File: src/logic/island_pkg.sv
// Shared bus widths, boot modes and address map, imported by every block of the island fabric
package island_pkg;

  // ------------------------------------------------------------------------
  // Bus widths
  // ------------------------------------------------------------------------
  typedef logic [31:0] addr_t;
  typedef logic [31:0] data_t;
  typedef logic [3:0]  strb_t;

  typedef enum logic [1:0] {
    BootPreloaded = 2'd0,
    BootJtag      = 2'd1,
    BootFlash     = 2'd2
  } bootmode_e;

  // Crossbar shape, slaves in order bank 0, bank 1, peripherals
  localparam int unsigned NumMasters = 2;
  localparam int unsigned NumSlaves  = 3;

  typedef logic [1:0] slave_idx_t;

  // ------------------------------------------------------------------------
  // Address map, relative to the island base
  // ------------------------------------------------------------------------
  localparam addr_t PeriphOffset = 32'h0020_0000;

  // Slots inside the peripheral region
  localparam addr_t SocCtrlOffset   = 32'h0000_0000;
  localparam addr_t BootRomOffset   = 32'h0000_1000;
  localparam addr_t PeriphSlotBytes = 32'h0000_1000;

  // Reset entry point inside the boot ROM
  localparam addr_t BootEntryOffset = 32'h0000_0080;

  // Read data of the error responder
  localparam data_t ErrorWord = 32'hBADC_AB1E;

endpackage

File: src/logic/boot_rom.sv
// Constant boot code table, read one cycle after the request and blind to writes
`timescale 1ns/100ps

module boot_rom #(
  parameter int unsigned RomWords = 64
) (
  input  logic                                           clk_i,
  input  logic                                           rst_ni,
  input  logic                                           req_i,
  input  logic [$clog2(island_pkg::PeriphSlotBytes)-3:0] word_addr_i,
  output island_pkg::data_t                              rdata_o
);
  import island_pkg::*;

  localparam int unsigned RomAw        = $clog2(RomWords);
  localparam data_t       InsnNop      = 32'h0000_0013;
  localparam data_t       InsnJumpSelf = 32'h0000_006f;

  typedef data_t [RomWords-1:0] rom_t;

  // NOP sled ending in a jump to itself
  function automatic rom_t init_rom();
    rom_t tbl;
    tbl               = {RomWords{InsnNop}};
    tbl[RomWords-1]   = InsnJumpSelf;
    return tbl;
  endfunction

  localparam rom_t RomTable = init_rom();

  data_t rdata_q;

  always_ff @(posedge clk_i or negedge rst_ni) begin
    if (!rst_ni) begin
      rdata_q <= '0;
    end else if (req_i) begin
      if (word_addr_i < RomWords) begin
        rdata_q <= RomTable[word_addr_i[RomAw-1:0]];
      end else begin
        rdata_q <= '0;
      end
    end
  end

  assign rdata_o = rdata_q;

endmodule

File: src/logic/soc_ctrl_regs.sv
// SoC control registers holding the boot address and fetch enable, with the JTAG boot override
`timescale 1ns/100ps

module soc_ctrl_regs #(
  parameter island_pkg::addr_t BootAddrDefault = 32'h0000_0000
) (
  input  logic                                           clk_i,
  input  logic                                           rst_ni,
  input  island_pkg::bootmode_e                          bootmode_i,
  input  logic                                           req_i,
  input  logic                                           we_i,
  input  island_pkg::strb_t                              be_i,
  input  logic [$clog2(island_pkg::PeriphSlotBytes)-3:0] word_addr_i,
  input  island_pkg::data_t                              wdata_i,
  output island_pkg::data_t                              rdata_o,
  output logic                                           err_o,
  output logic                                           fetch_enable_o,
  output island_pkg::addr_t                              boot_addr_o
);
  import island_pkg::*;

  localparam int unsigned WordAw = $clog2(PeriphSlotBytes) - 2;

  // Word offsets 0x0 and 0x4
  localparam logic [WordAw-1:0] BootAddrWord = WordAw'(0);
  localparam logic [WordAw-1:0] FetchEnWord  = WordAw'(1);

  addr_t boot_addr_q;
  logic  fetch_en_q;
  data_t rdata_q;
  logic  err_q;

  always_ff @(posedge clk_i or negedge rst_ni) begin
    if (!rst_ni) begin
      boot_addr_q <= BootAddrDefault;
      fetch_en_q  <= 1'b0;
    end else if (req_i && we_i) begin
      if (word_addr_i == BootAddrWord) begin
        for (int b = 0; b < $bits(strb_t); b++) begin
          if (be_i[b]) begin
            boot_addr_q[8*b +: 8] <= wdata_i[8*b +: 8];
          end
        end
      end else if (word_addr_i == FetchEnWord && be_i[0]) begin
        fetch_en_q <= wdata_i[0];
      end
    end
  end

  // Read response, unused offsets flag an error
  always_ff @(posedge clk_i or negedge rst_ni) begin
    if (!rst_ni) begin
      rdata_q <= '0;
      err_q   <= 1'b0;
    end else if (req_i) begin
      unique case (word_addr_i)
        BootAddrWord: begin
          rdata_q <= boot_addr_q;
          err_q   <= 1'b0;
        end
        FetchEnWord: begin
          rdata_q <= data_t'(fetch_en_q);
          err_q   <= 1'b0;
        end
        default: begin
          rdata_q <= '0;
          err_q   <= 1'b1;
        end
      endcase
    end
  end

  assign rdata_o        = rdata_q;
  assign err_o          = err_q;
  assign boot_addr_o    = boot_addr_q;
  assign fetch_enable_o = fetch_en_q || (bootmode_i == BootJtag);

endmodule

File: src/logic/periph_demux.sv
// Peripheral demultiplexer, decodes slots to control registers and boot ROM, errors otherwise
`timescale 1ns/100ps

module periph_demux #(
  parameter island_pkg::addr_t BaseAddr  = 32'h0000_0000,
  parameter island_pkg::addr_t AddrRange = 32'h0080_0000
) (
  input  logic                  clk_i,
  input  logic                  rst_ni,
  input  island_pkg::bootmode_e bootmode_i,
  input  logic                  req_i,
  input  logic                  we_i,
  input  island_pkg::strb_t     be_i,
  input  island_pkg::addr_t     addr_i,
  input  island_pkg::data_t     wdata_i,
  output logic                  gnt_o,
  output island_pkg::data_t     rdata_o,
  output logic                  err_o,
  output logic                  fetch_enable_o,
  output island_pkg::addr_t     boot_addr_o
);
  import island_pkg::*;

  localparam addr_t       PeriphBase      = BaseAddr + PeriphOffset;
  localparam addr_t       IslandEnd       = BaseAddr + AddrRange;
  localparam addr_t       BootAddrDefault = PeriphBase + BootRomOffset + BootEntryOffset;
  localparam int unsigned SlotAw          = $clog2(PeriphSlotBytes);

  localparam logic [1:0] TgtError = 2'd0;
  localparam logic [1:0] TgtCtrl  = 2'd1;
  localparam logic [1:0] TgtRom   = 2'd2;

  addr_t      periph_off;
  addr_t      slot_base;
  logic [1:0] tgt;
  logic [1:0] tgt_q;
  data_t      ctrl_rdata;
  logic       ctrl_err;
  data_t      rom_rdata;

  // ------------------------------------------------------------------------
  // Slot decode
  // ------------------------------------------------------------------------
  assign periph_off = addr_i - PeriphBase;
  assign slot_base  = periph_off & ~(PeriphSlotBytes - 1);

  always_comb begin
    tgt = TgtError;
    if (addr_i >= PeriphBase && addr_i < IslandEnd) begin
      if (slot_base == SocCtrlOffset) begin
        tgt = TgtCtrl;
      end else if (slot_base == BootRomOffset) begin
        tgt = TgtRom;
      end
    end
  end

  // Every target answers in one cycle, so no back-pressure here
  assign gnt_o = 1'b1;

  soc_ctrl_regs #(
    .BootAddrDefault ( BootAddrDefault )
  ) i_soc_ctrl (
    .clk_i,
    .rst_ni,
    .bootmode_i,
    .req_i       ( req_i && (tgt == TgtCtrl) ),
    .we_i,
    .be_i,
    .word_addr_i ( periph_off[SlotAw-1:2]    ),
    .wdata_i,
    .rdata_o     ( ctrl_rdata                ),
    .err_o       ( ctrl_err                  ),
    .fetch_enable_o,
    .boot_addr_o
  );

  boot_rom i_boot_rom (
    .clk_i,
    .rst_ni,
    .req_i       ( req_i && (tgt == TgtRom) ),
    .word_addr_i ( periph_off[SlotAw-1:2]   ),
    .rdata_o     ( rom_rdata                )
  );

  // ------------------------------------------------------------------------
  // Response return and error responder
  // ------------------------------------------------------------------------
  always_ff @(posedge clk_i or negedge rst_ni) begin
    if (!rst_ni) begin
      tgt_q <= TgtError;
    end else if (req_i) begin
      tgt_q <= tgt;
    end
  end

  always_comb begin
    unique case (tgt_q)
      TgtCtrl: begin
        // Unused register offsets answer like the error responder
        rdata_o = ctrl_err ? ErrorWord : ctrl_rdata;
        err_o   = ctrl_err;
      end
      TgtRom: begin
        rdata_o = rom_rdata;
        err_o   = 1'b0;
      end
      default: begin
        rdata_o = ErrorWord;
        err_o   = 1'b1;
      end
    endcase
  end

endmodule

File: config.mk
export PLATFORM = sky130hd
export DESIGN_NAME = periph_demux
export DESIGN_NICKNAME = d
export VERILOG_FILES = /design/src/logic/island_pkg.sv /design/src/logic/boot_rom.sv /design/src/logic/soc_ctrl_regs.sv /design/src/logic/periph_demux.sv
export SDC_FILE = /design/constraint.sdc
export NUM_CORES = 1
export LEC_CHECK = 0
export BUFFER_PORTS_ARGS = -buffer_cell sky130_fd_sc_hd__clkbuf_2
export CAP_MARGIN = 10
export CORE_UTILIZATION = 44
export DETAILED_ROUTE_END_ITERATION = 7
export PLACE_DENSITY = 0.77
export SLEW_MARGIN = 25
export SYNTH_ARGS = -nofsm -noshare
export SYNTH_HDL_FRONTEND = slang
export SYNTH_SLANG_ARGS = --single-unit
File: constraint.sdc
create_clock -name clk_i -period 1.5 [get_ports clk_i]
set_clock_uncertainty 0.05 [all_clocks]
set_input_delay 0 -clock clk_i [delete_from_list [all_inputs] [get_ports clk_i]]
set_output_delay 0 -clock clk_i [all_outputs]
set_load 0.02 [all_outputs]
### Word level (Yosys, flattened, before mapping)

Memory sizes are Yosys's and may differ from the RTL's.
Index checks and enable logic that the tools add are counted.

* mux-type cells: 10
* reductions and logical operators: 14
* $lt $le $gt $ge: 4
* bitwise operators: 1
* add/subtract/negate cells: 1
* eq/ne operators: 7

Operator list (count)
* 32-bit one-hot mux with 2 select lines: 2
* 32-bit 2-to-1 mux: 3
* 32-bit by 22-bit >= comparator with 1-bit output, second input constant: 1
* 32-bit zero test: 1
* 32-bit by 24-bit less-than comparator with 1-bit output, second input constant: 1
* 32-bit by 22-bit subtractor with 32-bit output, second input constant: 1
* 20-bit by 1-bit equality test with 1-bit output, second input constant: 1
* 3-bit AND reduction: 5
* 10-bit by 1-bit equality test with 1-bit output, second input constant: 1
* 10-bit zero test: 1
* 10-bit by 7-bit less-than comparator with 1-bit output, second input constant: 1
* 6-bit by 7-bit less-than comparator with 1-bit output, second input constant: 1
* 2-bit by 1-bit equality test with 1-bit output, second input constant: 3
* 2-bit 2-to-1 mux: 3
* 1-bit logical AND: 5
* 2-bit equality test, second input constant: 2
* 1-bit one-hot mux with 2 select lines: 1
* 2-bit OR reduction: 1
* 1-bit logical OR: 1
* 1-bit 2-to-1 mux: 1
* 1-bit inverter: 1

* bits in read-only memories: 2048
* memories kept: 1
* bits of input ports: 74
* register bits: 100

Memories
* (name not given): words 64, width 32, read ports 1, clocked after memory_dff 0, write ports 0, RTL line boot_rom.sv:38 `rdata_q <= RomTable[word_addr_i[RomAw-1:0]];`

### Longest topological paths before layout

Gate-level depths: netlist (run 1).

* depth in word-level cells: 9
* depth in mapped cells: 8
* mapped depth without buffers: 6

### Modules after synthesis

A second synthesis (run 1) with hierarchy kept.

* cells, all modules: 397
* area total of the unflattened synthesis: 4129.0 sq um

By module, submodules not included
* soc_ctrl_regs: instances 1, area an instance 3064.2 sq um, seq. area each 1655.3 sq um, cells an instance 231
* periph_demux: instances 1, area an instance 705.7 sq um, seq. area each 50.0 sq um, cells an instance 122
* boot_rom: instances 1, area an instance 359.1 sq um, seq. area each 75.1 sq um, cells an instance 44

### Worst setup path after synthesis (run 1)

Ideal clock, no wire load.

* path kind: input -> register
* from: input addr_i[21]
* to: register i_soc_ctrl.fetch_en_q
* path slack: -357 ps
* data required time: 1325 ps
* buffers on the path: 1
* stages on the path: 7
* data arrival time: 1682 ps
* cell sequence: inv_1 -> ha_1 -> and4bb_2 -> nand4_2 -> clkbuf_1 -> nor4_1 -> mux2_2

* cells in the longest elaborated chain, start to end: 9
* elaborated cells on any way between the ends: 13
* those cells by class: add/sub: 1; order compare: 2; eq/ne: 2; mux: 3; reduce/logical: 5

Ends and longest elaborated chain
* start: declaration: RTL line periph_demux.sv:14 `input island_pkg::addr_t addr_i,`
* 32-bit by 22-bit subtractor with 32-bit output: RTL line periph_demux.sv:44 `assign periph_off = addr_i - PeriphBase;`
* 20-bit by 1-bit equality test with 1-bit output: RTL line periph_demux.sv:52 `end else if (slot_base == BootRomOffset) begin`
* 2-bit 2-to-1 mux: RTL line periph_demux.sv:52
* 2-bit 2-to-1 mux: RTL line periph_demux.sv:50 `if (slot_base == SocCtrlOffset) begin`
* 2-bit 2-to-1 mux *: RTL line periph_demux.sv:49 `if (addr_i >= PeriphBase && addr_i < IslandEnd) begin`
* 2-bit by 1-bit equality test with 1-bit output *: RTL line periph_demux.sv:67 `.req_i ( req_i && (tgt == TgtCtrl) ),`
* 1-bit logical AND *: RTL line periph_demux.sv:67
* 1-bit logical AND *: RTL line soc_ctrl_regs.sv:37 `end else if (req_i && we_i) begin`
* 3-bit AND reduction (no line) *
* end signal: assignment: RTL line soc_ctrl_regs.sv:45 `fetch_en_q <= wdata_i[0];`
* end: declaration: RTL line soc_ctrl_regs.sv:29 `logic fetch_en_q;`

Every way passes the cells marked *; elsewhere a longest branch is shown, timed or not.
A chain may end at the register's enable or synchronous reset.

### Worst setup path in the final report (run 1)

* from: register tgt_q[0]
* to: output rdata_o[5]

* cells in the longest elaborated chain, start to end: 2
* elaborated cells on any way between the ends: 3
* those cells by class: eq/ne: 2; mux: 1

Ends and longest elaborated chain
* start: declaration: RTL line periph_demux.sv:36 `logic [1:0] tgt_q;`
* start signal: assignment: RTL line periph_demux.sv:91 `tgt_q <= TgtError;`
* start signal: assignment: RTL line periph_demux.sv:93 `tgt_q <= tgt;`
* 2-bit equality test / 2-bit by 1-bit equality test with 1-bit output (equally long branches): RTL line periph_demux.sv:98 `unique case (tgt_q)`
* 32-bit one-hot mux with 2 select lines *: RTL line periph_demux.sv:98
* end: declaration: RTL line periph_demux.sv:17 `output island_pkg::data_t rdata_o,`

Marks and branches as above.

==> results of run 1 <==
critical path, stage by stage (launching register included):
cell	delay (ps)
dfrtp_1	380
buf_6	110
ha_4	170
nor2b_4	200
nand2_1	80
a21oi_2	150
clkbuf_8	160
timing repair:
| item | 4_1_cts | 5_1_grt |
|---|---|---|
| endpoints found under the hold margin | 106 | 0 |
| resized for setup | 72 | 62 |
| setup buffers | 5 | 1 |
| pin swaps | 8 | 9 |
| endpoints found under the setup margin | 83 | 67 |
| hold buffers | 34 | 0 |
| gates cloned | 1 | 0 |
final timing paths:
check / from / endpoint / slack, ps / cells past startpoint
setup / recovery: tgt_q[0] / rdata_o[5] / -150 / 6
hold / removal: be_i[0] / i_soc_ctrl.fetch_en_q / 70 / 4
setup reg to reg: i_soc_ctrl.fetch_en_q / i_soc_ctrl.rdata_o[0] / 440 / 3
hold reg to reg: i_soc_ctrl.rdata_o[6] / i_soc_ctrl.rdata_o[6] / 480 / 2
max in group asynchronous: rst_ni / i_soc_ctrl.boot_addr_o[7] / 870 / 3
min in group asynchronous: rst_ni / i_soc_ctrl.boot_addr_o[23] / 170 / 3
cell type report:
cell class	count	area, µm²	area share, %
inverter	11	53.80	0.9360
tap	102	127.6	2.220
clock buffer	10	127.6	2.220
timing repair buffer	213	1714	29.82
multi-input combinational	194	1874	32.61
sequential	71	1780	30.98
clock inverter	6	70.07	1.219
cells in the mapped netlist (all sizes together):
library cell and count:
nand2 21, xnor2 1, nand3b 1, a22oi 1, inv 11, o31ai 1
clkbuf 12, nor2b 1, and3 1, a21o 1, buf 6, dfstp 3
mux2 38, o22ai 1, mux2i 7, dfrtp 68, and2 11, or4 1
nand3 3, a21oi 5, nor3 5, nor2 5, nor4b 1, o21bai 1
nor4 10, nand2b 2, o21a 40, conb 1, nand4 1, o21ai 4
ha 3, a31o 25, and4bb 1
stage by stage:
step	std cells	hold WS (ps)	area (µm²)
detailed placement	551	7.407	4767
global placement	551	1.810	4767
global route	607	76.97	5748
floorplan	293	-345.6	3664
finish	607	65.21	5748
CTS	606	58.95	5625
routing by layer:
metal  GRT usage (%)  routed length [µm]  up-vias
li1                -                   -     1479
met3           4.966                 422       16
met1           31.01                4143     1570
met2           43.12                5486      114
met4           9.788                 178        0
met5               0                   0        -
state kept, by name (all words and copies together), names as in the netlist:
name                    count
i_soc_ctrl.fetch_en_q       1
tgt_q                       2
i_soc_ctrl.boot_addr_o     32
i_soc_ctrl.rdata_o         32
i_boot_rom.rdata_o          3
i_soc_ctrl.err_o            1
cells by family (layout without fill, tap and decap cells):
| family | count (synthesis) | in the layout |
|---|---|---|
| xor gates and xnor gates | 1 | 1 |
| adders and majority gates | 3 | 3 |
| AOI/OAI and AO/OA | 79 | 79 |
| DFF | 71 | 71 |
| and+or+nand+nor | 64 | 65 |
| other | 1 | 1 |
| buffers and inverters | 29 | 240 |
| muxes | 45 | 45 |
power groups by stage:
stage	combinational, mW	sequential, mW	clock, mW
6_report	0.320	1.91	1.56
5_1_grt	0.351	1.91	1.67
4_1_cts	0.317	1.91	1.57
3_5_place_dp	0.240	1.95	0
3_3_place_gp	0.232	1.95	0
2_1_floorplan	0.0538	1.95	0
==> metrics, run 1 <==
Setup-failing EPs final 33; Synth Area in Adders 1.080%; Core Rows 32; worst path arrival time 1600 ps; endpoint type of the worst setup path output port; Clk network pwr share 41.2%; Post-DP HPWL 6.507 mm; DRC violations left 0; via count approximately 3200; P&R area growth vs syn 65.37%; worst-path fanout max 5; Clock transition at path regs 80 ps; share of post-route cells with drive strength above 1 about three fifths; Initial Utilization 45.21%; mapped cell area 3476 µm²; Setup Slack @ Placement -410.2 ps; fin. max-slew vios 0; top-area cell type share of the netlist area 48.96%; Hold Fails Final Rpt 0; total clock sinks a little over 70; largest net degree at the start of global routing 72; CP Launch Type register; CTS Buf Count 9; Switch Pwr around 0.92 mW; Core Area 7687 µm²; failing checks setup timing; first-pass GRT wire length about 16 mm; Die W between 90 and 100 µm; leakage dissipation about 2.8 nW; Crit Path Class reg2out; DR WL/cell 16.86 µm; most common cell after layout, fill and taps aside clkbuf_2; Post-Syn Area per Cell between 10 and 15 µm²; Synth Area in XOR/XNOR 0.2520%; Port Buf Inserts 137; Power Total 3.794 mW; final WL 10.23 mm; vias in the first global route 3349; Routed Antenna Nets 0; CTS root buffer clkbuf_8; Hold WC Path Type in2reg; pwr dens 660.1 nW/µm²; VDD IR max 0.6477 mV; DR vias/cell about 5.2; #FFs+latches synth 71; final net count 577; Final Wtd Congestion around 0.76; sequential area share after synthesis 51.22%; largest family of logic cells by synthesized area compound AO/OA/AOI/OAI gates; filler instances 537; critical path data required time 1450 ps; cells after synthesis 293; initial antenna violation count 0; Cell variety after synth 39; status finished with violations; Logic pwr share 8.4%; H-tree depth 3; CTS Buffer Depth 2; top cells by area, synth dfrtp_1, mux2_2, o21a_1, a31o_2, nor4_4; Switching Share 24.33%; gr usage total approximately a quarter; Tcrit/Tclk final 110.3%; shortest period the worst path allows 1655 ps; Compound-Gate Fraction of Synth Area 17.28%; Inserted Diodes 0; Synth Area in Simple Gates between 10 and 15%; worst skew pair latency 350 ps; Max Cap Viol 0; Seq pwr share 50.4%; RSZ-0062 raised after global routing yes; TNS Setup -4190 ps; TritonCTS clock tree done; DR pass1 iterations 5; drt first-iter violations about 120; Yosys warnings 0; commonest non-fill, non-tap cells in the layout clkbuf_2, dfrtp_1, o21a_1, dlygate4sd3_1, buf_4; Max Freq about 600 MHz; die area 8259 µm²; IO Pins 141; Pint 2.871 mW; Syn Nets 370; post-layout util between 70% and 80%; cell taking the most area after synthesis dfrtp_1; global route overflow 0; post-synthesis mux area share 14.33%; final worst setup slack -154.9 ps; Die Y 90.88 µm
Power figures use the tool's default switching activity.
==> run 2: changes to the inputs <==
==> constraint.sdc (replaced) <==
create_clock -name clk_i -period 1.5 [get_ports clk_i]
set_clock_uncertainty 0.05 [all_clocks]
set_input_delay 0.075 -clock clk_i [delete_from_list [all_inputs] [get_ports clk_i]]
set_output_delay 0.075 -clock clk_i [all_outputs]
set_load 0.02 [all_outputs]
==> run 2 against run 1 <==
Net effect:
- critical path type unchanged
- clock-buffer cell count is 1 lower
- sequential power hardly changed
- non-clock buffer count is 6 higher
- final cell count is 1.2% higher
- flip-flop and latch count stayed put
- die area stayed put
- the run still ends with setup timing left
- largest power group is now clock
- first-iteration DRC count is 29% higher
==> metrics, run 2 (synthesized netlist as in run 1, its figures left out) <==
Max Cap Viol 0 (unchanged); final net count 583 (was 577); P&R area growth vs syn 76.93% (was 65.37%); die area 8259 µm² (unchanged); final WL 11.81 mm (was 10.23 mm); H-tree depth 3 (unchanged); total clock sinks 71 (unchanged); Tcrit/Tclk final 120.3% (was 110.3%); Max Freq 554.2 MHz (was 604.3 MHz); DR WL/cell 19.23 µm (was 16.86 µm); worst-path fanout max 8 (was 5); via count 3275 (was 3179); Setup-failing EPs final 80 (was 33); most common cell after layout, fill and taps aside clkbuf_2 (unchanged); post-route design area 6150 µm² (was 5748 µm²); WL met1 4.553 mm (was 4.143 mm); endpoint type of the worst setup path output port (unchanged); CP Launch Type register (unchanged); first-pass GRT wire length 16.09 mm (was 16.17 mm); initial antenna violation count 1 (was 0); DR vias/cell 5.334 (was 5.237); Crit Path Class reg2out (unchanged); fin. max-slew vios 0 (unchanged); final worst setup slack -304.4 ps (was -154.9 ps); drt first-iter violations 154 (was 119); Port Buf Inserts 137 (unchanged); gr usage total 25.17% (was 25.08%); Die Y 90.88 µm (unchanged); CTS root buffer clkbuf_8 (unchanged); Routed Antenna Nets 0 (unchanged); share of post-route cells with drive strength above 1 63.01% (was 59.80%); CTS Buffer Depth 2 (unchanged); CTS Buf Count 9 (unchanged); Core Rows 32 (unchanged); failing checks setup timing (unchanged); Placed Area 4772 µm² (was 4767 µm²); pwr dens 701.7 nW/µm² (was 660.1 nW/µm²); leakage dissipation 3.019 nW (was 2.838 nW); global route overflow 0 (unchanged); IO Pins 141 (unchanged); commonest non-fill, non-tap cells in the layout clkbuf_2, dfrtp_1, mux2_4, dlygate4sd3_1, o21a_1 (was clkbuf_2, dfrtp_1, o21a_1, dlygate4sd3_1, buf_4); Initial Utilization 45.21% (unchanged); VDD IR max 0.5279 mV (was 0.6477 mV); DRC violations left 0 (unchanged); Post-DP HPWL 6.593 mm (was 6.507 mm); RSZ-0062 raised after global routing yes (unchanged); vias in the first global route 3315 (was 3349); largest net degree at the start of global routing 35 (was 72); cell count after placement 548 (was 551); met2 WL 6.367 mm (was 5.486 mm); filler instances 450 (was 537); Hold WC Path Type in2async (was in2reg); worst skew pair latency 350 ps (about the same); Hold Fails Final Rpt 0 (unchanged); worst path arrival time 1680 ps (was 1600 ps); Die W 90.88 µm (unchanged); worst reg2reg path depth 3 (unchanged); Met3 Routed Length 532 µm (was 422 µm); Clock transition at path regs 80 ps (about the same); TNS Setup -9734 ps (was -4190 ps); status finished with violations (unchanged); Power Total 4.315 mW (was 3.794 mW); TritonCTS clock tree done (unchanged); fin cells 614 (was 607); DR pass1 iterations 4 (was 5); Top Layer Used met4 (unchanged); critical path data required time 1370 ps (was 1450 ps); Core Area 7687 µm² (unchanged); Final Wtd Congestion 0.8467 (was 0.7584); shortest period the worst path allows 1804 ps (was 1655 ps)
run 2: what timing repair did:
item / 4_1_cts / 5_1_grt
pin swaps: 9 / 25
setup buffers: 6 / 3
endpoints found under the setup margin: 100 / 101
endpoints found under the hold margin: 104 / 0
gates cloned: 3 / 5
gates resized for setup: 62 / 85
hold buffers: 34 / 0
run 2: worst max-delay path: stages, from the launching register on:
cell and delay (ps):
dfrtp_1 400, buf_6 130, ha_4 170, nand2b_2 290
o21a_1 180, clkbuf_2 160
run 2: area by class of cell:
type	count	area [µm²]	area share [%]
repair buffers	219	1843	29.97
flip-flops and latches	71	1780	28.95
inverters	11	53.80	0.8749
clock buffers	9	123.9	2.014
clock inverters	7	142.6	2.319
well taps	102	127.6	2.075
multi-input cells	194	2076	33.75
diodes	1	2.502	0.04069
run 2: layer usage:
| layer | up-vias | global-route usage (%) |
|---|---|---|
| met3 | 28 | 5.471 |
| met2 | 134 | 44.38 |
| met4 | 0 | 10.45 |
| met5 | - | 0 |
| li1 | 1489 | - |
| met1 | 1624 | 29.58 |
run 2: path summary, 6_finish.rpt:
check | slack [ps] | startpoint | endpoint
max in group asynchronous | 690 | rst_ni | i_soc_ctrl.boot_addr_o[12]
min in group clk_i | 140 | addr_i[5] | i_boot_rom.rdata_o[4]
worst min register to register | 480 | i_soc_ctrl.rdata_o[1] | i_soc_ctrl.rdata_o[1]
worst max register to register | 410 | i_soc_ctrl.fetch_en_q | i_soc_ctrl.rdata_o[0]
worst min-delay path | 120 | rst_ni | i_soc_ctrl.boot_addr_o[23]
worst max-delay path | -300 | tgt_q[0] | rdata_o[8]
run 2: report_power, final:
group          leakage (nW)  total, mW  internal, mW  switching, mW
clock                 0.134       2.08          1.28          0.796
sequential            0.950       1.91          1.91     0.00000478
combinational          1.93      0.324         0.179          0.145
run 2: stage by stage:
step                setup WS, ps  hold WS (ps)  util [%]
floorplan                 -326.8        -270.6         -
global placement          -464.6        -58.78     62.08
detailed placement        -500.8        -53.75     62.08
CTS                       -294.9         117.8     74.71
global route              -381.7         125.0     80.00
finish                    -304.4         118.7     80.00
