==> src/logic/island_pkg.sv <==
// Shared bus widths, boot modes and address map, imported by every block of the island fabric
package island_pkg;

  // ------------------------------------------------------------------------
  // Bus widths
  // ------------------------------------------------------------------------
  typedef logic [31:0] addr_t;
  typedef logic [31:0] data_t;
  typedef logic [3:0]  strb_t;

  typedef enum logic [1:0] {
    BootPreloaded = 2'd0,
    BootJtag      = 2'd1,
    BootFlash     = 2'd2
  } bootmode_e;

  // Crossbar shape, slaves in order bank 0, bank 1, peripherals
  localparam int unsigned NumMasters = 2;
  localparam int unsigned NumSlaves  = 3;

  typedef logic [1:0] slave_idx_t;

  // ------------------------------------------------------------------------
  // Address map, relative to the island base
  // ------------------------------------------------------------------------
  localparam addr_t PeriphOffset = 32'h0020_0000;

  // Slots inside the peripheral region
  localparam addr_t SocCtrlOffset   = 32'h0000_0000;
  localparam addr_t BootRomOffset   = 32'h0000_1000;
  localparam addr_t PeriphSlotBytes = 32'h0000_1000;

  // Reset entry point inside the boot ROM
  localparam addr_t BootEntryOffset = 32'h0000_0080;

  // Read data of the error responder
  localparam data_t ErrorWord = 32'hBADC_AB1E;

endpackage

==> src/logic/island_xbar.sv <==
// Two-master crossbar with address decode, per-slave round robin and one-cycle response return
`timescale 1ns/100ps

module island_xbar #(
  parameter island_pkg::addr_t BaseAddr     = 32'h0000_0000,
  parameter island_pkg::addr_t BankNumBytes = 32'h0000_8000
) (
  input  logic                                           clk_i,
  input  logic                                           rst_ni,

  input  logic              [island_pkg::NumMasters-1:0] m_req_i,
  input  logic              [island_pkg::NumMasters-1:0] m_we_i,
  input  island_pkg::strb_t [island_pkg::NumMasters-1:0] m_be_i,
  input  island_pkg::addr_t [island_pkg::NumMasters-1:0] m_addr_i,
  input  island_pkg::data_t [island_pkg::NumMasters-1:0] m_wdata_i,
  output logic              [island_pkg::NumMasters-1:0] m_gnt_o,
  output logic              [island_pkg::NumMasters-1:0] m_rvalid_o,
  output island_pkg::data_t [island_pkg::NumMasters-1:0] m_rdata_o,
  output logic              [island_pkg::NumMasters-1:0] m_err_o,

  output logic              [island_pkg::NumSlaves-1:0]  slv_req_o,
  output logic              [island_pkg::NumSlaves-1:0]  slv_we_o,
  output island_pkg::strb_t [island_pkg::NumSlaves-1:0]  slv_be_o,
  output island_pkg::addr_t [island_pkg::NumSlaves-1:0]  slv_addr_o,
  output island_pkg::data_t [island_pkg::NumSlaves-1:0]  slv_wdata_o,
  input  logic              [island_pkg::NumSlaves-1:0]  slv_gnt_i,
  input  island_pkg::data_t [island_pkg::NumSlaves-1:0]  slv_rdata_i,
  input  logic              [island_pkg::NumSlaves-1:0]  slv_err_i
);
  import island_pkg::*;

  localparam slave_idx_t SlvBank0  = 2'd0;
  localparam slave_idx_t SlvBank1  = 2'd1;
  localparam slave_idx_t SlvPeriph = 2'd2;

  slave_idx_t [NumMasters-1:0]                 m_idx;
  slave_idx_t [NumMasters-1:0]                 m_idx_q;
  logic       [NumMasters-1:0]                 m_rvalid_q;
  logic       [NumSlaves-1:0][NumMasters-1:0] slv_hit;
  logic       [NumSlaves-1:0][NumMasters-1:0] slv_gnt_mst;
  logic       [NumSlaves-1:0]                 slv_sel;
  logic       [NumSlaves-1:0]                 rr_q;

  // ------------------------------------------------------------------------
  // Address decode
  // ------------------------------------------------------------------------
  for (genvar m = 0; m < NumMasters; m++) begin : gen_decode
    addr_t offset;

    // Addresses below the base wrap around and fall to the peripheral port
    assign offset   = m_addr_i[m] - BaseAddr;
    assign m_idx[m] = (offset < BankNumBytes)     ? SlvBank0 :
                      (offset < 2 * BankNumBytes) ? SlvBank1 : SlvPeriph;
  end

  // ------------------------------------------------------------------------
  // Per-slave arbitration
  // ------------------------------------------------------------------------
  for (genvar s = 0; s < NumSlaves; s++) begin : gen_arb
    for (genvar m = 0; m < NumMasters; m++) begin : gen_hit
      assign slv_hit[s][m] = m_req_i[m] && (m_idx[m] == slave_idx_t'(s));
    end

    // Pointer only decides a conflict
    assign slv_sel[s] = (&slv_hit[s]) ? rr_q[s] : slv_hit[s][1];

    assign slv_req_o[s]   = |slv_hit[s];
    assign slv_we_o[s]    = m_we_i[slv_sel[s]];
    assign slv_be_o[s]    = m_be_i[slv_sel[s]];
    assign slv_addr_o[s]  = m_addr_i[slv_sel[s]];
    assign slv_wdata_o[s] = m_wdata_i[slv_sel[s]];

    assign slv_gnt_mst[s] = slv_gnt_i[s] ? (slv_hit[s] & (NumMasters'(1) << slv_sel[s])) : '0;
  end

  always_comb begin
    m_gnt_o = '0;
    for (int s = 0; s < NumSlaves; s++) begin
      m_gnt_o |= slv_gnt_mst[s];
    end
  end

  // Hand priority to the loser after a contested grant
  always_ff @(posedge clk_i or negedge rst_ni) begin
    if (!rst_ni) begin
      rr_q <= '0;
    end else begin
      for (int s = 0; s < NumSlaves; s++) begin
        if ((&slv_hit[s]) && slv_gnt_i[s]) begin
          rr_q[s] <= ~rr_q[s];
        end
      end
    end
  end

  // ------------------------------------------------------------------------
  // Response return
  // ------------------------------------------------------------------------
  always_ff @(posedge clk_i or negedge rst_ni) begin
    if (!rst_ni) begin
      m_rvalid_q <= '0;
      m_idx_q    <= '0;
    end else begin
      m_rvalid_q <= m_gnt_o;
      for (int m = 0; m < NumMasters; m++) begin
        if (m_gnt_o[m]) begin
          m_idx_q[m] <= m_idx[m];
        end
      end
    end
  end

  assign m_rvalid_o = m_rvalid_q;

  for (genvar m = 0; m < NumMasters; m++) begin : gen_resp
    assign m_rdata_o[m] = slv_rdata_i[m_idx_q[m]];
    assign m_err_o[m]   = slv_err_i[m_idx_q[m]];
  end

endmodule

==> config.mk <==
export PLATFORM = sky130hd
export DESIGN_NAME = island_xbar
export DESIGN_NICKNAME = d
export VERILOG_FILES = /design/src/logic/island_pkg.sv /design/src/logic/island_xbar.sv
export SDC_FILE = /design/constraint.sdc
export NUM_CORES = 1
export LEC_CHECK = 0
export CELL_PAD_IN_SITES_DETAIL_PLACEMENT = 0
export CELL_PAD_IN_SITES_GLOBAL_PLACEMENT = 2
export CORE_AREA = 4 4 201 203
export DETAILED_ROUTE_END_ITERATION = 10
export DIE_AREA = 0 0 205 207
export DONT_BUFFER_PORTS = 1
export PLACE_DENSITY_LB_ADDON = 0.1
export SKIP_CTS_REPAIR_TIMING = 1
export SLEW_MARGIN = 20
export SYNTH_ARGS = -nofsm -noshare
export SYNTH_HDL_FRONTEND = slang
export SYNTH_SLANG_ARGS = --single-unit
==> constraint.sdc <==
create_clock -name clk_i -period 2.2 [get_ports clk_i]
set_input_delay 0.11 -clock clk_i [delete_from_list [all_inputs] [get_ports clk_i]]
set_output_delay 0.11 -clock clk_i [all_outputs]
set_load 0.02 [all_outputs]
Word level (Yosys, flattened, before mapping)
Cells that the tools add are included.
{ "word_totals": {"reg_bits": 9, "in_bits": 244, "out_inout_bits": 280, "word_cells": 89} }
{ "classes": {"magnitude_cmp": 9, "n_eq_ne": 4, "n_shift": 3, "muxes": 42, "bitwise_logic": 8, "reduce_logical": 17} }
{ "op_table": {"columns": ["operator", "n"], "rows": [
  ["$mux W32", 14],
  ["$bmux W32 S2", 2],
  ["$lt A32 B16 Y1 const B", 2],
  ["$lt A32 B17 Y1 const B", 2],
  ["$mux W4", 6],
  ["$mux W2", 7],
  ["$mux W1", 11],
  ["$logic_and A1 B1 Y1", 9],
  ["$and A2 B2 Y2", 3],
  ["$lt A1 B2 Y1 const B", 3],
  ["$lt A2 B3 Y1 const B", 2],
  ["$reduce_and A2 Y1", 3],
  ["$reduce_or A2 Y1", 3],
  ["$shl A1 B1 Y2 const A", 3],
  ["$bmux W1 S2", 2],
  ["$eq A2 B1 Y1 const B", 2],
  ["$eq A2 B2 Y1 const B", 2],
  ["$logic_not A2 Y1", 2],
  ["$or A2 B2 Y2", 2],
  ["$not A1 Y1", 3]
]} }

Logic depth before layout (Yosys ltp)
Gate-level depths: netlist (run 1).
{ "depth": {"ltp_word": 12, "depth_mapped": 8, "ltp_nobuf": 5} }

Least setup slack after synthesis (run 1)
OpenSTA, ideal clock, no wires.
{ "synth_timing": {"path_kind": "input-to-output", "startpoint": "input port m_addr_i[20] (netlist name)", "endpoint": "output port slv_wdata_o[59] (netlist name)", "arrival_time_ps": 1788, "required_ps": 2090, "setup_slack_ps": 302, "cell_stages": 8, "path_buffers": 3, "path_cell_list": "nor4_1 and4_1 buf_2 nand3_1 o21ai_2 buf_4 buf_4 mux2_1"} }
{ "synth_lines": {"columns": ["item", "line", "text"], "rows": [
  ["start, declared", "island_xbar.sv:14", "input island_pkg::addr_t [island_pkg::NumMasters-1:0] m_addr_i,"],
  ["end, declared", "island_xbar.sv:25", "output island_pkg::data_t [island_pkg::NumSlaves-1:0] slv_wdata_o,"]
]} }

==> flow_metrics.tcl, run 1 <==
set metrics [dict create \
    synthFlopType "dfrtp_1" \
    ios 524 \
    die_h_um 207 \
    slowest_delay_ns 0.43 \
    dp_hpwl_um 24900 \
    cts_buffers 3 \
    finalClockSkew_ns 0.00419 \
    yosysMostFrequentCell "mux2_2" \
    final.fill_count 4411 \
    worstPathCellList "nor4_2 > buf_4 > and4_1 > and3_1 > o21ai_4 > buf_4 > clkbuf_16 > mux2_1" \
    yosys-top-cells-area "mux2_2, mux2i_1, o21ai_0" \
    placedCellCount 1086 \
    n_antenna_cell 0 \
    cp_top_family "simple AND/OR/NAND/NOR gates" \
    clk_latency_ns 0.24 \
    critPathKind "input pin to primary output" \
    grt_overflow 0 \
    synth-seq-cells 9 \
    internal_power_w 0.000906 \
    avgSynthCellArea_um2 8.18 \
    ys_seq_area_share_pct 5.35 \
    dieWidth_um 205 \
    final_cells 1096 \
    antenna_left 0 \
    clkTransAtPathRegs_ns 0.04 \
    slew_headroom_pct 53.9 \
    outcome "completed" \
    htree_levels 1 \
    antenna_found_initial 0 \
    multi_input_area_um2 3840 \
    final_layout_size_suffix_gt1_share_pct 50.7 \
    grt_max_degree 69 \
    first_iter_violations 187 \
    hold_viol 0 \
    p_sw_share_pct 53.1 \
    clock_sinks 9 \
    synth-edff-count 0 \
    routed_via_density 4.17 \
    tightest_slew_ns 0.684 \
    first_pass_iters 4 \
    setup_viol 0 \
    place_congestion 0.880 \
    combPwrFrac_pct 72.3 \
    synthArstFlopShare_pct 100 \
    clockBufferDepth 2 \
    syn_area_um2 4210 \
    drcViolationCount 0 \
    port_buffers 0 \
    wl_met3_um 2860 \
    cp_num_buf_inv 3 \
    clockPowerShare_pct 17.1 \
    worst_path_max_delay_cell "mux2_1" \
    routed_wl_um 29600 \
    min_period_ns 2.15 \
    yosysTopAreaCell "mux2_2" \
    area_growth_pct 35.1 \
    clockRootBuffer "clkbuf_16" \
    rrSetupSlack_ns 0.71 \
    cts_tree "built" \
    synthesis.nets 759 \
    die_area_um2 42400 \
    grt_use_total_pct 12.5 \
    wire_per_inst_um 27.1 \
    met1Wirelength_um 9610 \
    fin_crit_sh_pct 97.7 \
    critPathLaunchType "input pin" \
    seqCellArea_um2 228 \
    highest_layer "met4" \
    worstPathArrival_ns 2.04 \
    fmax_mhz 465 \
    synth_top_area_share_pct 44.1 \
    met2WireLength_um 16000 \
    hold-worst-slack_ns 0.0509 \
    start_util_pct 10.9 \
    p_per_area_nw_per_um2 339 \
    synth.distinct_cells 39 \
    cap_violations 0 \
    cp_max_fo 34 \
    nets 823 \
    power.switching_w 0.00102 \
    seq_power_share_pct 10.6 \
    endpoint_kind "primary output" \
    postSynthCellCount 515 \
    yosys_warnings 0 \
    num_vias 4568 \
    slew_viol_final 0 \
    cp_data_required_time_ns 2.09 \
    grt_pass1_vias 4871 \
    rows 72 \
    crit_top_cell "buf_4" \
    finalSetupTns_ns 0 \
    synthTopCellsByCount "mux2_2, nand2_1, mux2i_1" \
    hold_class "input pin to flop" \
    grt_pass1_wl_um 39500 \
    irDropWorstVdd_uv 164 \
    leakagePower_nw 2.41 \
    coreArea_um2 38500 \
]
## area by class of cell
type / instances / share of cell area (%)
multi-input cells: 457 / 67.6
well taps: 518 / 11.4
flip-flops and latches: 9 / 4.00
clock buffers: 3 / 1.32
clock inverters: 1 / 0.0880
repair buffers: 101 / 15.1
inverters: 7 / 0.462
## registers in the layout, indices dropped and copies added (netlist names)
register,cells
m_rvalid_o,2
rr_q,3
m_idx_q,4
## layer usage
| metal | track usage [%] | vias to the layer above |
|---|---|---|
| li1 | - | 2019 |
| met1 | 11.6 | 2184 |
| met2 | 24.9 | 323 |
| met3 | 4.10 | 42 |
| met4 | 4.13 | 0 |
| met5 | 0 | - |
## logic make-up (layout without fill, tap and decap cells)
kind of cell	after synthesis	count (layout)	synth area share [%]
AO/OA/AOI/OAI	81	81	10.6
XOR/XNOR	3	3	0.624
buffers and inverters	49	112	5.38
flip-flops	9	9	5.35
multiplexers	239	239	62.3
AND/OR/NAND/NOR	134	134	15.7
## power by group through the flow
stage | clock network (W) | logic, W | registers (W)
finish | 0.000330 | 0.00140 | 0.000205
detailed placement | 0 | 0.00141 | 0.000205
global route | 0.000349 | 0.00146 | 0.000207
floorplan | 0 | 0.00105 | 0.000195
global placement | 0 | 0.00142 | 0.000206
CTS | 0.000342 | 0.00142 | 0.000203
## worst paths after layout
kind,from,endpoint,cells past startpoint
max,m_addr_i[53],slv_wdata_o[61],8
min,m_req_i[0],rr_q[2]$_DFFE_PN0P_,2
max reg2reg,rr_q[2]$_DFFE_PN0P_,m_idx_q[3]$_DFFE_PN0P_,4
min reg2reg,m_idx_q[2]$_DFFE_PN0P_,m_idx_q[2]$_DFFE_PN0P_,2
max in group asynchronous,rst_ni,m_idx_q[1]$_DFFE_PN0P_,1
min in group asynchronous,rst_ni,rr_q[1]$_DFFE_PN0P_,1
## cell usage in the layout, fill, tap and decap left out, types with 3 or more instances in the layout
| master | n |
|---|---|
| nand4_1 | 3 |
| mux2_2 | 167 |
| inv_1 | 7 |
| nand2_1 | 73 |
| o21ai_0 | 65 |
| buf_4 | 92 |
| nor2_1 | 3 |
| dfrtp_1 | 7 |
| nor4_1 | 4 |
| clkbuf_16 | 5 |
| buf_12 | 5 |
| and2_1 | 32 |
| mux2_4 | 4 |
| mux2i_1 | 66 |
| o22ai_1 | 3 |
| nor4_2 | 4 |
## stage by stage
| step | cell area, µm² | total power, W | utilization [%] | setup slack (ns) |
|---|---|---|---|---|
| 2_1_floorplan | 4210 | 0.00125 | - | 0.302 |
| 3_3_place_gp | 5470 | 0.00163 | 14.2 | -0.420 |
| 3_5_place_dp | 5470 | 0.00162 | 14.2 | -0.292 |
| 4_1_cts | 5550 | 0.00196 | 14.4 | -0.282 |
| 5_1_grt | 5690 | 0.00201 | 14.8 | -0.00473 |
| 6_report | 5690 | 0.00193 | 14.8 | 0.0506 |
Note: power is estimated with default switching activity, not from simulation.
==> run 2: changes to the inputs <==
==> constraint.sdc (replaced) <==
create_clock -name clk_i -period 2.5 [get_ports clk_i]
set_input_delay 0.125 -clock clk_i [delete_from_list [all_inputs] [get_ports clk_i]]
set_output_delay 0.125 -clock clk_i [all_outputs]
set_load 0.02 [all_outputs]
==> flow_metrics.tcl, run 2 (synthesis gave the netlist of run 1 again) <==
set metrics [dict create \
    worstPathCellList "nor4_1 > buf_4 > nand4_1 > nor3_4 > o21ai_4 > buf_12 > mux2_2" \
    start_util_pct 10.9 \
    finalClockSkew_ns 0.00363 \
    coreArea_um2 38500 \
    p_per_area_nw_per_um2 306 \
    final_cells 1080 \
    reg2reg_from "rr_q[2]$_DFFE_PN0P_" \
    slowest_delay_ns 0.54 \
    die_h_um 207 \
    clockRootBuffer "clkbuf_16" \
    fmax_mhz 419 \
    routed_via_density 4.25 \
    dieWidth_um 205 \
    multi_input_area_um2 3800 \
    cts_buffers 3 \
    internal_power_w 0.000772 \
    rrSetupSlack_ns 0.74 \
    largest_reg_flops 4 \
    power.switching_w 0.000878 \
    grt_use_total_pct 12.7 \
    worstPathArrival_ns 2.26 \
    setup_viol 0 \
    stdcell_area_um2 5390 \
    die_area_um2 42400 \
    grt_setup_unrepaired "false" \
    cap_violations 0 \
    clockPowerShare_pct 17.8 \
    rr_endpoint "m_rvalid_o[1]$_DFF_PN0_" \
    slew_viol_final 0 \
    clock_sinks 9 \
    nets 788 \
    hold_depth 2 \
    grt_pass1_wl_um 39500 \
    cp_num_buf_inv 2 \
    final.fill_count 4476 \
    placed_area_um2 5240 \
    final_layout_size_suffix_gt1_share_pct 45.7 \
    slew_headroom_pct 45.3 \
    endpoint_kind "primary output" \
    cp_top_family "simple AND/OR/NAND/NOR gates" \
    outcome "completed" \
    final_common_cell "mux2_2" \
    finalSetupTns_ns 0 \
    critPathKind "input pin to primary output" \
    rows 72 \
    drcViolationCount 0 \
    wire_per_inst_um 27.6 \
    grt_overflow 0 \
    area_growth_pct 28.0 \
    worstSetupPathDepth 7 \
    htree_levels 1 \
    antenna_found_initial 7 \
    grt_pass1_vias 4871 \
    combPwrFrac_pct 71.4 \
    clk_latency_ns 0.24 \
    crit_end "slv_wdata_o[4]" \
    hold_class "input pin to flop" \
    clockBufferDepth 2 \
    final_cell_mix "mux2_2, nand2_1, mux2i_1, o21ai_0, buf_4" \
    place_congestion 0.876 \
    cp_max_fo 68 \
    dp_hpwl_um 25800 \
    seqCellArea_um2 228 \
    antenna_left 0 \
    cts_tree "built" \
    first_iter_violations 225 \
    fin_crit_sh_pct 95.4 \
    min_period_ns 2.38 \
    worst_path_max_delay_cell "nor4_1" \
    p_sw_share_pct 53.2 \
    startpoint "m_addr_i[53]" \
    tightest_slew_ns 0.812 \
    first_pass_iters 4 \
    num_vias 4591 \
    port_buffers 0 \
    cp_data_required_time_ns 2.38 \
    routed_wl_um 29800 \
    r2r.worst_path.cells 3 \
    leakagePower_nw 2.22 \
    grt_max_degree 69 \
    clkTransAtPathRegs_ns 0.04 \
    seq_power_share_pct 10.8 \
    registers.top_by_ff_count "m_idx_q" \
    ios 524 \
    critPathLaunchType "input pin" \
    placedCellCount 1055 \
    hold_viol 0 \
    irDropWorstVdd_uv 224 \
]
[run 2: cell types whose count changed in the layout (fill, tap and decap cells not counted), moves of 2 or more]
cell	delta
mux2_1	+2
mux2_2	-2
diode_2	+19
buf_4	-33
clkbuf_16	-2
nor4_2	-3
nor4_1	+4
[run 2: worst min path at each step]
stage          startpoint                      end  slack [ns]
3_3_place_gp       rst_ni  m_rvalid_o[0]$_DFF_PN0_       -0.17
4_1_cts            rst_ni      rr_q[2]$_DFFE_PN0P_       -0.43
2_1_floorplan      rst_ni   m_idx_q[0]$_DFFE_PN0P_       -0.17
6_report       m_req_i[0]      rr_q[2]$_DFFE_PN0P_        0.07
3_5_place_dp       rst_ni  m_rvalid_o[0]$_DFF_PN0_       -0.17
5_1_grt        m_req_i[0]      rr_q[2]$_DFFE_PN0P_        0.09
[run 2: cell type report]
type                       count  share of cell area [%]
antenna                       19                   0.882
timing repair buffer          66                    10.4
clock buffer                   4                    1.46
tap                          518                    12.0
sequential                     9                    4.22
inverter                       7                   0.487
multi-input combinational    457                    70.5
[run 2: metrics by stage]
| step | power (W) | util [%] | hold WS, ns | setup WS (ns) |
|---|---|---|---|---|
| global placement | 0.00138 | 13.6 | -0.170 | 0.0304 |
| CTS | 0.00168 | 13.8 | -0.428 | 0.0454 |
| finish | 0.00165 | 14.0 | 0.0680 | 0.116 |
| global route | 0.00172 | 14.0 | 0.0902 | 0.0251 |
| floorplan | 0.00110 | - | -0.171 | 0.572 |
| detailed placement | 0.00137 | 13.6 | -0.170 | 0.0489 |
[run 2: power groups by stage]
stage | sequential (W) | combinational [W] | clock, W
after detailed placement | 0.000183 | 0.00119 | 0
final | 0.000178 | 0.00118 | 0.000293
after global routing | 0.000181 | 0.00122 | 0.000315
after CTS | 0.000180 | 0.00119 | 0.000312
after floorplan | 0.000172 | 0.000925 | 0
after global placement | 0.000182 | 0.00120 | 0
[run 2: routing by layer]
layer,vias to the layer above,share of wire [%],global-route usage [%]
met5,-,0,0
met2,334,56,25.2
li1,1969,-,-
met4,0,4.6,6.49
met3,38,9.0,3.63
met1,2250,30,11.3
==> run 3: changes to the inputs <==
--- a/config.mk
+++ b/config.mk
@@ -7,9 +7,9 @@
 export LEC_CHECK = 0
 export CELL_PAD_IN_SITES_DETAIL_PLACEMENT = 0
 export CELL_PAD_IN_SITES_GLOBAL_PLACEMENT = 2
-export CORE_AREA = 4 4 201 203
+export CORE_AREA = 2 2 204 206
 export DETAILED_ROUTE_END_ITERATION = 10
-export DIE_AREA = 0 0 205 207
+export DIE_AREA = 0 0 206 208
 export DONT_BUFFER_PORTS = 1
 export PLACE_DENSITY_LB_ADDON = 0.1
 export SKIP_CTS_REPAIR_TIMING = 1
==> constraint.sdc (replaced) <==
create_clock -name clk_i -period 1.92 [get_ports clk_i]
set_input_delay 0.096 -clock clk_i [delete_from_list [all_inputs] [get_ports clk_i]]
set_output_delay 0.096 -clock clk_i [all_outputs]
set_load 0.02 [all_outputs]
==> flow_metrics.tcl, run 3 (synthesis gave the netlist of run 1 again) <==
set metrics [dict create \
    p_per_area_nw_per_um2 348 \
    antenna_left 0 \
    final_util_pct 16.2 \
    registers.top_by_ff_count "m_idx_q" \
    coreArea_um2 40600 \
    hold-worst-slack_ns 0.0409 \
    reg2reg_from "rr_q[1]$_DFFE_PN0P_" \
    cap_violations 0 \
    port_buffers 0 \
    rows 74 \
    hold_viol 0 \
    fmax_mhz 518 \
    n_antenna_cell 0 \
    dieWidth_um 206 \
    ios 524 \
    tightest_slew_ns 0.600 \
    met3_usage_pct 2.40 \
    grt_max_degree 69 \
    clockRootBuffer "clkbuf_16" \
    routed_wl_um 27600 \
    cp_data_required_time_ns 1.82 \
    largest_reg_flops 4 \
    grt_pass1_wl_um 33300 \
    grt_use_total_pct 10.3 \
    cts_buffers 3 \
    clkTransAtPathRegs_ns 0.04 \
    worst_slack_ns -0.0122 \
    endpoint_kind "primary output" \
    rrSetupSlack_ns 0.45 \
    final_layout_size_suffix_gt1_share_pct 53.7 \
    slew_viol_final 0 \
    slew_headroom_pct 60.6 \
    routed_via_density 4.23 \
    min_period_ns 1.93 \
    grt_pass1_vias 4747 \
    critPathKind "input pin to primary output" \
    setup_viol 13 \
    cts_tree "built" \
    dp_hpwl_um 20500 \
    die_h_um 208 \
    rr_endpoint "m_rvalid_o[0]$_DFF_PN0_" \
    fin_crit_sh_pct 101 \
    drcViolationCount 0 \
    outcome "finished with violations" \
    place_congestion 0.799 \
    gr-usage-met2_pct 20.2 \
    critPathLaunchType "input pin" \
    met1_usage_pct 10.3 \
    nets 846 \
    antenna_found_initial 0 \
    hold_depth 2 \
    num_vias 4792 \
    wire_per_inst_um 24.4 \
    first_pass_iters 4 \
    irDropWorstVdd_uv 224 \
    final_common_cell "buf_4" \
    cp_max_fo 9 \
    area_growth_pct 56.3 \
    leakagePower_nw 3.14 \
    htree_levels 1 \
    worstPathArrival_ns 1.84 \
    grt_setup_unrepaired "true" \
    clk_latency_ns 0.24 \
    clockBufferDepth 2 \
    worstHoldEndpoint "rr_q[2]$_DFFE_PN0P_" \
    finalClockSkew_ns 0.00381 \
    failed_checks "setup timing" \
    r2r.worst_path.cells 5 \
    start_util_pct 10.4 \
    power.total_w 0.00229 \
    busiest_layer "met2" \
    hold_class "input pin to flop" \
    die_area_um2 42800 \
    hp-start "m_req_i[0]" \
    clock_sinks 9 \
    final_cell_mix "buf_4, mux2_4, mux2_2, nand2_1, mux2i_1" \
    grt_overflow 0 \
    first_iter_violations 187 \
]
run 3: metrics by stage:
step / instance area (µm²) / cells / TNS (ns) / setup slack (ns)
6_report: 6580 / 1133 / -0.0900 / -0.0122
2_1_floorplan: 4210 / 515 / 0 / 0.0500
3_3_place_gp: 5600 / 1108 / -23.19 / -0.275
5_1_grt: 6580 / 1133 / -8.13 / -0.127
3_5_place_dp: 5600 / 1108 / -27.66 / -0.224
4_1_cts: 5680 / 1112 / -27.08 / -0.215
run 3: power by group:
part	switching, W	total (W)	internal (W)
clock	0.000107	0.000383	0.000276
sequential	0.0000297	0.000235	0.000206
combinational	0.00102	0.00167	0.000654
run 3: per-layer routing:
layer	vias up	share of wire, %
li1	2052	-
met1	2355	34
met2	344	54
met3	41	9.5
met4	0	3.1
met5	-	0
run 3: worst max-delay path by stage:
| stage | start | endpoint | slack [ns] |
|---|---|---|---|
| global route | m_addr_i[56] | slv_wdata_o[29] | -0.13 |
| CTS | m_addr_i[62] | slv_wdata_o[87] | -0.21 |
| global placement | m_addr_i[55] | m_gnt_o[0] | -0.28 |
| floorplan | m_addr_i[20] | slv_wdata_o[59] | 0.05 |
| finish | m_addr_i[30] | slv_addr_o[6] | -0.01 |
| detailed placement | m_addr_i[62] | slv_wdata_o[87] | -0.22 |
run 3: cell type report:
| class | instances | area (µm²) |
|---|---|---|
| fillers | 4572 | 34000 |
| multi-input cells | 457 | 4260 |
| repair buffers | 124 | 1320 |
| well taps | 532 | 666 |
| flip-flops and latches | 9 | 228 |
| clock buffers | 3 | 75.1 |
| inverters | 7 | 26.3 |
| clock inverters | 1 | 5.00 |
run 3: worst max-delay path, stage by stage:
cell	delay (ns)
nor4_4	0.26
buf_4	0.16
and4_4	0.24
nand2_1	0.11
o21ai_4	0.19
buf_12	0.19
buf_16	0.17
mux2_2	0.40
